===== src/pmem_pkg.sv =====
`default_nettype none

package pmem_pkg;

	// four line interfaces, each an input and an output
	localparam int num_ports = 4;

	typedef logic [63:0] word_t;

	// address within one input's 4096 word buffer
	typedef logic [11:0] buf_addr_t;

	// per input packet tag, wraps at 64
	typedef logic [5:0] tag_t;

	// packet length in words, 1 to 63
	typedef logic [5:0] len_t;

	typedef logic [1:0] port_t;

	// result from the classifier
	typedef logic [9:0] match_t;

	// read command holding source port, start address and length
	typedef logic [19:0] cmd_t;

	// match result layout
	localparam int match_tag_lsb = 0;
	localparam int match_tag_msb = 5;
	localparam int match_src_lsb = 6;
	localparam int match_src_msb = 7;
	localparam int match_dst_lsb = 8;
	localparam int match_dst_msb = 9;

	// src and start address together form the global read address
	localparam int cmd_len_lsb = 0;
	localparam int cmd_addr_lsb = 6;
	localparam int cmd_src_lsb = 18;

endpackage

`default_nettype wire


===== src/cmd_queue.sv =====
`timescale 1ns/1ps
`default_nettype none

module cmd_queue import pmem_pkg::*; #(
	parameter int cmdq_depth = 16
) (
	input logic clock,
	input logic reset,
	input logic push,
	input cmd_t push_cmd,
	input logic pop,
	output cmd_t head,
	output logic empty,
	output logic almost_full
);

	localparam int ptr_w = $clog2(cmdq_depth);
	localparam logic [ptr_w:0] full_level = (ptr_w + 1)'(cmdq_depth);

	cmd_t mem [cmdq_depth];
	logic [ptr_w-1:0] wr_ptr;
	logic [ptr_w-1:0] rd_ptr;
	logic [ptr_w:0] count;
	logic full;

	always_ff @(posedge clock) begin
		if (push) begin
			mem[wr_ptr] <= push_cmd;
		end
	end

	always_ff @(posedge clock) begin
		if (reset) begin
			wr_ptr <= '0;
			rd_ptr <= '0;
			count <= '0;
		end else begin
			if (push) begin
				wr_ptr <= wr_ptr + 1'b1;
			end
			if (pop) begin
				rd_ptr <= rd_ptr + 1'b1;
			end
			case ({push, pop})
				2'b10: count <= count + 1'b1;
				2'b01: count <= count - 1'b1;
				default: count <= count;
			endcase
		end
	end

	// show-ahead head, valid whenever not empty
	assign head = mem[rd_ptr];
	assign empty = (count == '0);
	assign full = (count == full_level);

	// one slot kept for the command still in the match pipeline
	assign almost_full = (count >= full_level - 1'b1);

	no_push_when_full: assert property (@(posedge clock) disable iff (reset)
		full |-> !push);

	no_pop_when_empty: assert property (@(posedge clock) disable iff (reset)
		empty |-> !pop);

endmodule

`default_nettype wire


===== config.mk =====
export PLATFORM = sky130hd
export DESIGN_NAME = cmd_queue
export DESIGN_NICKNAME = d
export VERILOG_FILES = /design/src/pmem_pkg.sv /design/src/cmd_queue.sv
export SDC_FILE = /design/constraint.sdc
export NUM_CORES = 1
export LEC_CHECK = 0
export BUFFER_PORTS_ARGS = -buffer_cell sky130_fd_sc_hd__buf_2
export CORE_UTILIZATION = 50
export DETAILED_ROUTE_END_ITERATION = 16
export PLACE_DENSITY = 0.69
export REMOVE_ABC_BUFFERS = 1
export SYNTH_ARGS = -nofsm -noshare
export SYNTH_HDL_FRONTEND = slang
export SYNTH_SLANG_ARGS = --single-unit
export TNS_END_PERCENT = 5

===== constraint.sdc =====
create_clock -name clock -period 2 [get_ports clock]
set_input_delay 0.1 -clock clock [delete_from_list [all_inputs] [get_ports clock]]
set_output_delay 0.1 -clock clock [all_outputs]
set_load 0.01 [all_outputs]

==> flow_summary.ini <==
[timing]
max_freq_mhz = 437
hold_violations = 0
period_share_pct = 114
fin_skew_ns = 0.0207
setup_slack_ns = -0.288
tightest_slew_ns = 0.434
period_needed_ns = 2.29
maxSlewViolCount = 0
slew_headroom_pct = 70.9
finalSetupViolCount = 20
rsz0062_at_grt = yes

[critical_path]
crit_top_cell = buf_6
critPathArrivalTime_ns = 2.19
cp.buffers_inverters = 4
cp_cell_sequence = buf_6 > buf_6 > buf_6 > mux4_2 > a22oi_2 > nand2_2 > buf_6
crit_required_ns = 1.90
cp-start-kind = register
cp_top_family = multiplexers
cp-end-kind = output port
crit_fanout = 5
slowest_stage = mux4_2
cpPeakStageDelay_ns = 0.50
criticalPathCategory = reg -> out

[global_route]
grt_remaining_overflow = 0
grt_max_degree = 25
first_global_vias = 6714
grt_usage_pct = 22.0
grt_pass1_wl_um = 41600
antenna_found_initial = 0

[die]
dieArea_sq_um = 26700
coreArea_sq_um = 25300
die_w_um = 163
ioPinCount = 46
die_y_um = 163
initial_utilization_pct = 51.4
rows = 58

[route]
vias_per_cell = 5.94
dr.pass1.iters = 5
drc_errors = 0
drt_iter0_markers = 659
final_antenna_net_count = 0
routedWlPerCell_um = 25.6
dr_total_vias = 6461
drt_wl_total_um = 27800

[power]
vdd_ir_drop_max_v = 0.000591
power_density_nw_per_um2 = 994
p_total_uw = 15600
leakage_uw = 0.00520

[flow_run]
maxCapViolCount = 0

[layout]
fin_nets = 763
drive_above_1_share_pct = 32.8
stdcell_count = 1087
synthToLayoutAreaGrowth_pct = 20.9
nFillCells = 1666
n_antenna_cell = 0

[place]
dp_hpwl_um = 14300
port_buffers = 45
post-place-cells = 985
place.gp.congestion = 0.738

[yosys]
yosysSeqAreaShare_pct = 76.4
synthDistinctLibCells = 39
netlist_instances = 607
avgSynthCellArea_sq_um = 21.4
synth.top_cell.area_share_pct = 73.8
synth-main-ff-cell = edfxtp_1
synthTopCellsByArea = edfxtp_1 (74%), mux4_2 (11%), mux4_1 (3.2%)
syn-cell-area_sq_um = 13000
synth_area_leader_cell = edfxtp_1
yosys_warnings = 0
ys_ff_latch = 337
synth_edf_count = 320
async_reset_ff_share_pct = 0

[run_status]
violations = negative setup slack
status = finished, violations left

[cts]
worstSkewPairLatency_ns = 0.52
root_buffer = clkbuf_16
clock_sinks = 337
htree_num_levels = 2
clkTransAtPathRegs_ns = 0.06
cts_made_buffers = 35
cts_tree = done
clock_path_buffers = 3

[min_path]
hp-class = in -> reg
==> through the flow <==
| step | instance area (sq um) | utilization [%] | hold WS [ns] | TNS, ns | setup slack (ns) |
|---|---|---|---|---|---|
| floorplan | 12800 | - | 0.169 | -44.95 | -2.27 |
| global placement | 14000 | 55.4 | 0.443 | 0 | 0.124 |
| detailed placement | 14000 | 55.4 | 0.477 | 0 | 0.0403 |
| CTS | 15700 | 62.0 | 0.482 | -5.42 | -0.319 |
| global route | 15700 | 62.2 | 0.512 | -6.36 | -0.356 |
| finish | 15700 | 62.2 | 0.490 | -4.64 | -0.288 |
==> where the power goes <==
group,internal [uW],switching [uW],total [uW]
Combinational,676,613,1290
Sequential,7830,78.3,7910
Clock,3830,2620,6450
Total,12300,3310,15600
==> cells by family (layout without fill, tap and decap cells) <==
| kind of cell | Yosys count | after routing | synth area share [%] |
|---|---|---|---|
| flip-flops | 337 | 337 | 76.4 |
| multiplexers | 83 | 83 | 14.5 |
| AND/OR/NAND/NOR | 82 | 82 | 3.22 |
| AO/OA/AOI/OAI | 50 | 50 | 2.85 |
| buffers and inverters | 37 | 187 | 1.51 |
| adder cells (fa/ha/maj) | 9 | 9 | 0.865 |
| XOR/XNOR | 9 | 9 | 0.605 |
==> cells in the mapped netlist, drive strengths merged, types with 2 or more instances <==
cell	instances
a21oi	2
a22oi	40
and2	17
buf	13
clkbuf	20
dfxtp	17
edfxtp	320
ha	9
inv	4
mux2i	3
mux4	80
nand2	26
nand2b	2
nand4	5
nand4b	2
nor2	16
nor2b	3
nor3	2
o21ai	3
or3	2
xnor2	3
xor2	6
==> cells in the final DEF, fill, tap and decap left out, types with 3 or more instances in the layout <==
cell,count
edfxtp_1,320
nor2_1,15
buf_4,17
nand2_1,25
xnor2_1,3
bufinv_16,3
o21ai_0,3
clkbuf_8,3
ha_1,8
dlygate4sd3_1,23
buf_6,6
clkbuf_16,36
clkinv_1,4
and2_1,17
mux4_1,9
buf_8,4
clkinv_2,7
mux4_2,71
nand4_1,5
mux2i_1,3
a22oi_1,20
buf_2,44
buf_16,4
inv_1,4
a22oi_2,20
clkbuf_1,6
xor2_1,6
dfxtp_1,15
buf_12,21
==> layout make-up <==
| type | count | area, sq um | area share (%) |
|---|---|---|---|
| well taps | 330 | 413 | 2.62 |
| clock buffers | 45 | 965 | 6.13 |
| inverters | 4 | 15.0 | 0.0954 |
| flip-flops and latches | 337 | 9960 | 63.2 |
| repair buffers | 119 | 1240 | 7.85 |
| multi-input cells | 233 | 2960 | 18.8 |
| clock inverters | 19 | 198 | 1.26 |
==> what timing repair did <==
item	4_1_cts	5_1_grt
hold buffers	23	0
cloned	3	0
resized for setup	34	14
setup buffers	13	0
endpoints found under the setup margin	20	21
endpoints found under the hold margin	327	0
pin swaps	22	11
==> worst paths after layout <==
path / endpoint / cells after the start / slack, ns / start
setup / recovery: head[8] / 7 / -0.29 / register
setup reg to reg: count[4] / 6 / 0.20 / count[1]
hold reg to reg: rd_ptr[3] / 2 / 0.56 / rd_ptr[3]
hold / removal: mem[0][12] / 2 / 0.49 / push_cmd[12]
==> worst reg2reg max path, stage by stage, from the launching register on <==
cell and delay, ns:
dfxtp_1 0.48, xor2_1 0.18, ha_1 0.17, o21ai_0 0.09
or3_1 0.35, a2111o_1 0.38, nand4_1 0.08
==> registers in the layout, summed over array words and instances, names as in the netlist, named ones only <==
| register | flops |
|---|---|
| wr_ptr | 4 |
| mem | 320 |
| count | 5 |
| rd_ptr | 4 |
==> per-layer routing <==
layer  vias up  track usage [%]  wire [um]
met3        41             3.91       2090
met5         -                0          0
met4         0             6.16        524
li1       2790                -          -
met2       257             35.5      13800
met1      3373             31.0      11500
(Power assumes the default switching activity.)
