--- src/pmem_pkg.sv ---
`default_nettype none

package pmem_pkg;

	// four line interfaces, each an input and an output
	localparam int num_ports = 4;

	typedef logic [63:0] word_t;

	// address within one input's 4096 word buffer
	typedef logic [11:0] buf_addr_t;

	// per input packet tag, wraps at 64
	typedef logic [5:0] tag_t;

	// packet length in words, 1 to 63
	typedef logic [5:0] len_t;

	typedef logic [1:0] port_t;

	// result from the classifier
	typedef logic [9:0] match_t;

	// read command holding source port, start address and length
	typedef logic [19:0] cmd_t;

	// match result layout
	localparam int match_tag_lsb = 0;
	localparam int match_tag_msb = 5;
	localparam int match_src_lsb = 6;
	localparam int match_src_msb = 7;
	localparam int match_dst_lsb = 8;
	localparam int match_dst_msb = 9;

	// src and start address together form the global read address
	localparam int cmd_len_lsb = 0;
	localparam int cmd_addr_lsb = 6;
	localparam int cmd_src_lsb = 18;

endpackage

`default_nettype wire

--- src/pkt_stream_if.sv ---
`timescale 1ns/1ps
`default_nettype none

interface pkt_stream_if import pmem_pkg::*; ();

	word_t data;
	logic valid;
	logic sop;
	logic eop;
	logic ready;

	// transmitter side of a stream
	modport source (
		output data,
		output valid,
		output sop,
		output eop,
		input ready
	);

	// receiver side, owns ready
	modport sink (
		input data,
		input valid,
		input sop,
		input eop,
		output ready
	);

endinterface

`default_nettype wire

--- src/egress_port.sv ---
`timescale 1ns/1ps
`default_nettype none

module egress_port import pmem_pkg::*; (
	input logic clock,
	input logic reset,
	input cmd_t head,
	input logic empty,
	output logic pop,
	output buf_addr_t rd_addr,
	output port_t rd_src,
	input word_t rd_data [num_ports],
	pkt_stream_if.source tx
);

	typedef enum logic {
		st_idle,
		st_busy
	} state_t;

	state_t state;
	buf_addr_t addr_q;
	port_t src_q;
	len_t remain;
	logic first_q;
	logic rd_vld;
	logic tx_free;
	logic capture;
	logic last_word;

	assign pop = (state == st_idle) && !empty;
	assign tx_free = !tx.valid || tx.ready;

	// rd_vld means the buffer output holds the word at addr_q
	assign capture = (state == st_busy) && rd_vld && tx_free;
	assign last_word = (remain == len_t'(1));

	// a stalled word is simply read again from the same address
	assign rd_addr = capture ? addr_q + buf_addr_t'(1) : addr_q;
	assign rd_src = src_q;

	always_ff @(posedge clock) begin
		if (reset) begin
			state <= st_idle;
			remain <= '0;
			first_q <= 1'b0;
			rd_vld <= 1'b0;
		end else begin
			case (state)
				st_idle: begin
					if (!empty) begin
						state <= st_busy;
						remain <= head[cmd_len_lsb +: $bits(len_t)];
						first_q <= 1'b1;
						rd_vld <= 1'b0;
					end
				end
				st_busy: begin
					if (capture) begin
						remain <= remain - len_t'(1);
						first_q <= 1'b0;
						rd_vld <= !last_word;
						if (last_word) begin
							state <= st_idle;
						end
					end else begin
						rd_vld <= 1'b1;
					end
				end
				default: state <= st_idle;
			endcase
		end
	end

	always_ff @(posedge clock) begin
		if (pop) begin
			addr_q <= head[cmd_addr_lsb +: $bits(buf_addr_t)];
			src_q <= head[cmd_src_lsb +: $bits(port_t)];
		end else if (capture) begin
			addr_q <= rd_addr;
		end
	end

	// transmit holding register
	always_ff @(posedge clock) begin
		if (reset) begin
			tx.valid <= 1'b0;
			tx.sop <= 1'b0;
			tx.eop <= 1'b0;
		end else if (capture) begin
			tx.valid <= 1'b1;
			tx.sop <= first_q;
			tx.eop <= last_word;
		end else if (tx.ready) begin
			tx.valid <= 1'b0;
			tx.sop <= 1'b0;
			tx.eop <= 1'b0;
		end
	end

	always_ff @(posedge clock) begin
		if (capture) begin
			tx.data <= rd_data[src_q];
		end
	end

	tx_hold_stable: assert property (@(posedge clock) disable iff (reset)
		tx.valid && !tx.ready |=> tx.valid && $stable(tx.data) && $stable(tx.sop)
			&& $stable(tx.eop));

endmodule

`default_nettype wire

--- src/flat_wrapper.sv ---
// flat-port wrapper written by rule: the top's interface ports become plain ports
module egress_port_flat import pmem_pkg::*;
  (clock, reset, head, empty, pop, rd_addr, rd_src, rd_data, tx_data, tx_valid, tx_sop, tx_eop, tx_ready);
  pkt_stream_if tx_i ();
  input logic clock;
  input logic reset;
  input cmd_t head;
  input logic empty;
  output logic pop;
  output buf_addr_t rd_addr;
  output port_t rd_src;
  input word_t rd_data[num_ports];
  output wire logic [$bits(tx_i.data)-1:0] tx_data;
  output wire logic [$bits(tx_i.valid)-1:0] tx_valid;
  output wire logic [$bits(tx_i.sop)-1:0] tx_sop;
  output wire logic [$bits(tx_i.eop)-1:0] tx_eop;
  input wire logic [$bits(tx_i.ready)-1:0] tx_ready;
  assign tx_data = tx_i.data;
  assign tx_valid = tx_i.valid;
  assign tx_sop = tx_i.sop;
  assign tx_eop = tx_i.eop;
  assign tx_i.ready = tx_ready;
  egress_port u_core (.clock(clock), .reset(reset), .head(head), .empty(empty), .pop(pop), .rd_addr(rd_addr), .rd_src(rd_src), .rd_data(rd_data), .tx(tx_i));
endmodule
--- config.mk ---
export PLATFORM = sky130hd
export DESIGN_NAME = egress_port_flat
export DESIGN_NICKNAME = d
export VERILOG_FILES = /design/src/pmem_pkg.sv /design/src/pkt_stream_if.sv /design/src/egress_port.sv /design/src/flat_wrapper.sv
export SDC_FILE = /design/constraint.sdc
export NUM_CORES = 1
export LEC_CHECK = 0
export ABC_CLOCK_PERIOD_IN_PS = 9200
export BUFFER_PORTS_ARGS = -buffer_cell sky130_fd_sc_hd__buf_4
export CORE_AREA = 2 2 139 141
export CTS_BUF_LIST = sky130_fd_sc_hd__clkbuf_4 sky130_fd_sc_hd__clkbuf_8
export CTS_CLUSTER_SIZE = 20
export DETAILED_ROUTE_END_ITERATION = 6
export DIE_AREA = 0 0 141 143
export GPL_TIMING_DRIVEN = 0
export PLACE_DENSITY_LB_ADDON = 0.12
export SYNTH_ARGS = -nofsm -noshare
export SYNTH_HDL_FRONTEND = slang
export SYNTH_SLANG_ARGS = --single-unit
--- constraint.sdc ---
create_clock -name clock -period 9.2 [get_ports clock]
set_clock_uncertainty 0.1 [all_clocks]
set_input_delay 2.76 -clock clock [delete_from_list [all_inputs] [get_ports clock]]
set_output_delay 2.76 -clock clock [all_outputs]
set_load 0.005 [all_outputs]
==> out/metrics.json <==
{
  "final_layout": {
    "drive_gt1_share_pct": 69.70,
    "nNetsFinal": 948,
    "filler_cell_count": 1761,
    "area_growth_syn_to_layout_pct": 65.58,
    "finalNonFillerCells": 904,
    "fin_util_pct": 43.41,
    "layout.cell_area.non_filler_sq_um": 8065,
    "n_antenna_cell": 0
  },
  "synthesis": {
    "synth_seq_cells": 90,
    "netlist_instances": 293,
    "synth_cell_types": 42,
    "postSynthNetCount": 576,
    "synth_edf_count": 78,
    "synth_top_area_cell": "sky130_fd_sc_hd__edfxtp_1",
    "synth_ff_type": "sky130_fd_sc_hd__edfxtp_1",
    "synth.yosys.warnings": 0,
    "synth_sequential_area_ratio_pct": 53.02,
    "synth.top_cells.by_area": "sky130_fd_sc_hd__edfxtp_1, sky130_fd_sc_hd__mux4_2, sky130_fd_sc_hd__dfxtp_1",
    "synth-async-reset-ratio_pct": 0,
    "syn_area_per_cell_sq_um": 16.62,
    "total_standard_cell_area_after_synthesis_sq_um": 4871,
    "synth.top_cell.area_share_pct": 48.09
  },
  "sta": {
    "period_minus_slack_ns": 7.395,
    "endpoints_failing_hold": 0,
    "rsz0062_at_grt": "false",
    "layout_worst_path_cycle_share_pct": 80.38,
    "fin_hold_ws_ns": 0.3677,
    "tightestPinTransition_ns": 0.9236,
    "slew_viol_final": 0,
    "worst_slack_ns": 1.805,
    "setup_violating_endpoint_count_in_the_final_report": 0,
    "relSlewSlack_pct": 38.42,
    "timing.fmax_mhz": 135.2,
    "final.setup.tns_ns": 0
  },
  "pwr": {
    "power.share.switching_pct": 23.95,
    "share_clk_of_total_power_pct": 27.6,
    "cellPowerDensity_nw_per_um2": 122.0,
    "power.leakage_nw": 3.367,
    "power.total_uw": 984.0,
    "ir_drop_uv": 52.79,
    "power_frac_seq_pct": 48.6,
    "combinationalPowerShare_pct": 23.8,
    "internal-power_uw": 748.3,
    "power.net_switching_uw": 235.7
  },
  "global_route": {
    "grt_remaining_overflow": 0,
    "grt_max_degree": 67,
    "number_of_antenna_violations_at_the_first_check_in_global_routing": 0,
    "global_route_wire_length_before_repair_mm": 25.92,
    "via_count_of_the_first_global_routing_pass": 4573,
    "grt_util_all_layers_pct": 17.30
  },
  "floorplanning": {
    "number_of_top_level_pins": 362,
    "floorplan.die.width_um": 141,
    "start_util_pct": 26.22,
    "die-height_um": 143,
    "placeable_area_sq_um": 18580,
    "die_area_sq_um": 20160,
    "num_rows": 50
  },
  "setup_path": {
    "crit_required_ns": 6.34,
    "endpoint_kind": "output port",
    "critPathKind": "input pin to output port",
    "critPathLaunchType": "input pin",
    "rrSetupSlack_ns": 6.65,
    "terminus_of_the_critical_flop_to_flop_path": "u_core.addr_q[1]$_DFFE_PP_",
    "worst-endpoint-arrival_ns": 4.53,
    "crit-reg2reg-launch": "u_core.rd_vld$_SDFFE_PP0P_",
    "worst_r2r_path_depth": 5,
    "crit_path_max_fanout": 66
  },
  "detailed_routing": {
    "wl_mm": 18.25,
    "detail_route.vias_per_cell": 4.794,
    "detailroute.via_count": 4334,
    "drt_first_pass_iters": 4,
    "route.antenna.remaining_nets": 0,
    "drc_violation_total_after_the_first_tritonroute_iteration": 171,
    "post_dr_wirelength_cell_um": 20.18,
    "drcViolationCount": 0
  },
  "clock_tree": {
    "clock-sinks": 90,
    "resized_cells_post_cts": 0,
    "ctsHtreeMaxLevel": 3,
    "cts-buffers-inserted": 9,
    "cts_root_buffer": "sky130_fd_sc_hd__clkbuf_8",
    "cts.clk_slew.worst_paths_ns": 0.09,
    "cts_tree": "built",
    "clock_latency_ns": 0.36,
    "cts_max_path_buffers": 2,
    "cts_hold_fix_bufs": 0,
    "cts_setup_buffers": 0
  },
  "outcome": {
    "outcome": "finished clean"
  },
  "worst_hold_path": {
    "hp-class": "register to register",
    "whs_path_depth": 2,
    "holdCritStartpoint": "u_core.first_q$_SDFFE_PP0P_",
    "sink_of_the_worst_hold_path": "u_core.tx.sop$_SDFFE_PP0P_"
  },
  "placement": {
    "detailedPlace.worstSlack_ns": 1.738,
    "post-dp-hpwl_mm": 14.81,
    "routabilityCongestion": 0.8115,
    "post_dp_cell_area_sq_um": 7876,
    "placedCellCount": 888,
    "portBuffers": 361
  },
  "run": {
    "max_cap_viol_count": 0
  }
}
==> flip-flops by register name, summed over array words and instances (netlist names) <==
name / flops
u_core.addr_q: 12
u_core.rd_src: 2
u_core.tx.sop: 1
u_core.state: 1
u_core.tx.data: 64
u_core.tx.eop: 1
u_core.rd_vld: 1
u_core.tx.valid: 1
u_core.remain: 6
u_core.first_q: 1
==> critical path, cell delays in order <==
cell and delay [ns]:
sky130_fd_sc_hd__buf_4 0.10, sky130_fd_sc_hd__nand2b_1 0.21, sky130_fd_sc_hd__nand2_1 0.22, sky130_fd_sc_hd__inv_4 0.66, sky130_fd_sc_hd__mux2_2 0.43, sky130_fd_sc_hd__buf_4 0.14
==> power by group through the flow <==
stage               Sequential, mW  Combinational (mW)  Clock [mW]
CTS                          0.478               0.238       0.285
global placement             0.488               0.233           0
global route                 0.481               0.253       0.300
detailed placement           0.488               0.237           0
finish                       0.478               0.234       0.272
floorplan                    0.487               0.102           0
==> cell families after synthesis <==
logic type	after synthesis	share of synthesized area, %
simple gates	61	6.730
fa+ha+maj	3	0.7707
xor+xnor	10	1.798
buf+inv	26	2.312
flops	90	53.02
compound gates	29	3.468
mux	74	31.90
==> placed cells by master (no fill, tap or decap), types with 4 or more instances in the layout <==
master                       n
sky130_fd_sc_hd__buf_4     362
sky130_fd_sc_hd__edfxtp_1   78
sky130_fd_sc_hd__mux4_2     64
sky130_fd_sc_hd__nand2_1    14
sky130_fd_sc_hd__a21oi_1    13
sky130_fd_sc_hd__dfxtp_1    12
sky130_fd_sc_hd__buf_2       9
sky130_fd_sc_hd__nor2_1      9
sky130_fd_sc_hd__mux2_2      9
sky130_fd_sc_hd__clkbuf_8    9
sky130_fd_sc_hd__o21ai_0     8
sky130_fd_sc_hd__clkbuf_1    8
sky130_fd_sc_hd__nand3_1     7
sky130_fd_sc_hd__nor4_1      6
sky130_fd_sc_hd__xnor2_1     5
sky130_fd_sc_hd__xor2_1      5
sky130_fd_sc_hd__nor3_1      4
==> cell type report <==
| cell class | count | area [sq um] | share of cell area [%] |
|---|---|---|---|
| plain buffers | 19 | 86.33 | 1.070 |
| clock buffers | 10 | 131.4 | 1.629 |
| clock inverters | 6 | 57.56 | 0.7136 |
| inverters | 7 | 28.78 | 0.3568 |
| multi-input cells | 177 | 2176 | 26.98 |
| flip-flops and latches | 90 | 2582 | 32.02 |
| well taps | 234 | 292.8 | 3.630 |
| repair buffers | 361 | 2710 | 33.60 |
==> cells in the mapped netlist (2+ instances only) <==
cell	number
sky130_fd_sc_hd__a21oi_1	13
sky130_fd_sc_hd__buf_2	9
sky130_fd_sc_hd__clkbuf_1	8
sky130_fd_sc_hd__dfxtp_1	12
sky130_fd_sc_hd__edfxtp_1	78
sky130_fd_sc_hd__ha_1	3
sky130_fd_sc_hd__inv_1	4
sky130_fd_sc_hd__inv_2	2
sky130_fd_sc_hd__mux2_2	9
sky130_fd_sc_hd__mux4_2	64
sky130_fd_sc_hd__nand2_1	14
sky130_fd_sc_hd__nand2b_1	2
sky130_fd_sc_hd__nand3_1	7
sky130_fd_sc_hd__nand3b_1	3
sky130_fd_sc_hd__nand4_1	3
sky130_fd_sc_hd__nor2_1	9
sky130_fd_sc_hd__nor2b_1	3
sky130_fd_sc_hd__nor3_1	4
sky130_fd_sc_hd__nor4_1	6
sky130_fd_sc_hd__o21ai_0	8
sky130_fd_sc_hd__or2_2	2
sky130_fd_sc_hd__or3_1	2
sky130_fd_sc_hd__xnor2_1	5
sky130_fd_sc_hd__xor2_1	5
==> routing by layer <==
layer / global-route usage, % / share of wire (%) / vias up
met3: 4.494 / 8.5 / 32
met1: 19.32 / 35 / 2100
met5: 0 / 0 / -
met4: 7.947 / 3.1 / 0
met2: 31.04 / 53 / 231
li1: - / - / 1971
==> worst max-delay path by stage <==
stage | slack (ns) | cells past startpoint | start | end
finish | 1.81 | 6 | tx_ready | rd_addr[1]
detailed placement | 1.74 | 6 | tx_ready | rd_addr[1]
floorplan | 1.51 | 4 | tx_ready | rd_addr[1]
CTS | 1.73 | 6 | tx_ready | rd_addr[1]
global placement | 0.41 | 6 | tx_ready | rd_addr[1]
global route | 1.66 | 6 | tx_ready | rd_addr[1]
Power figures use the tool's default switching activity.
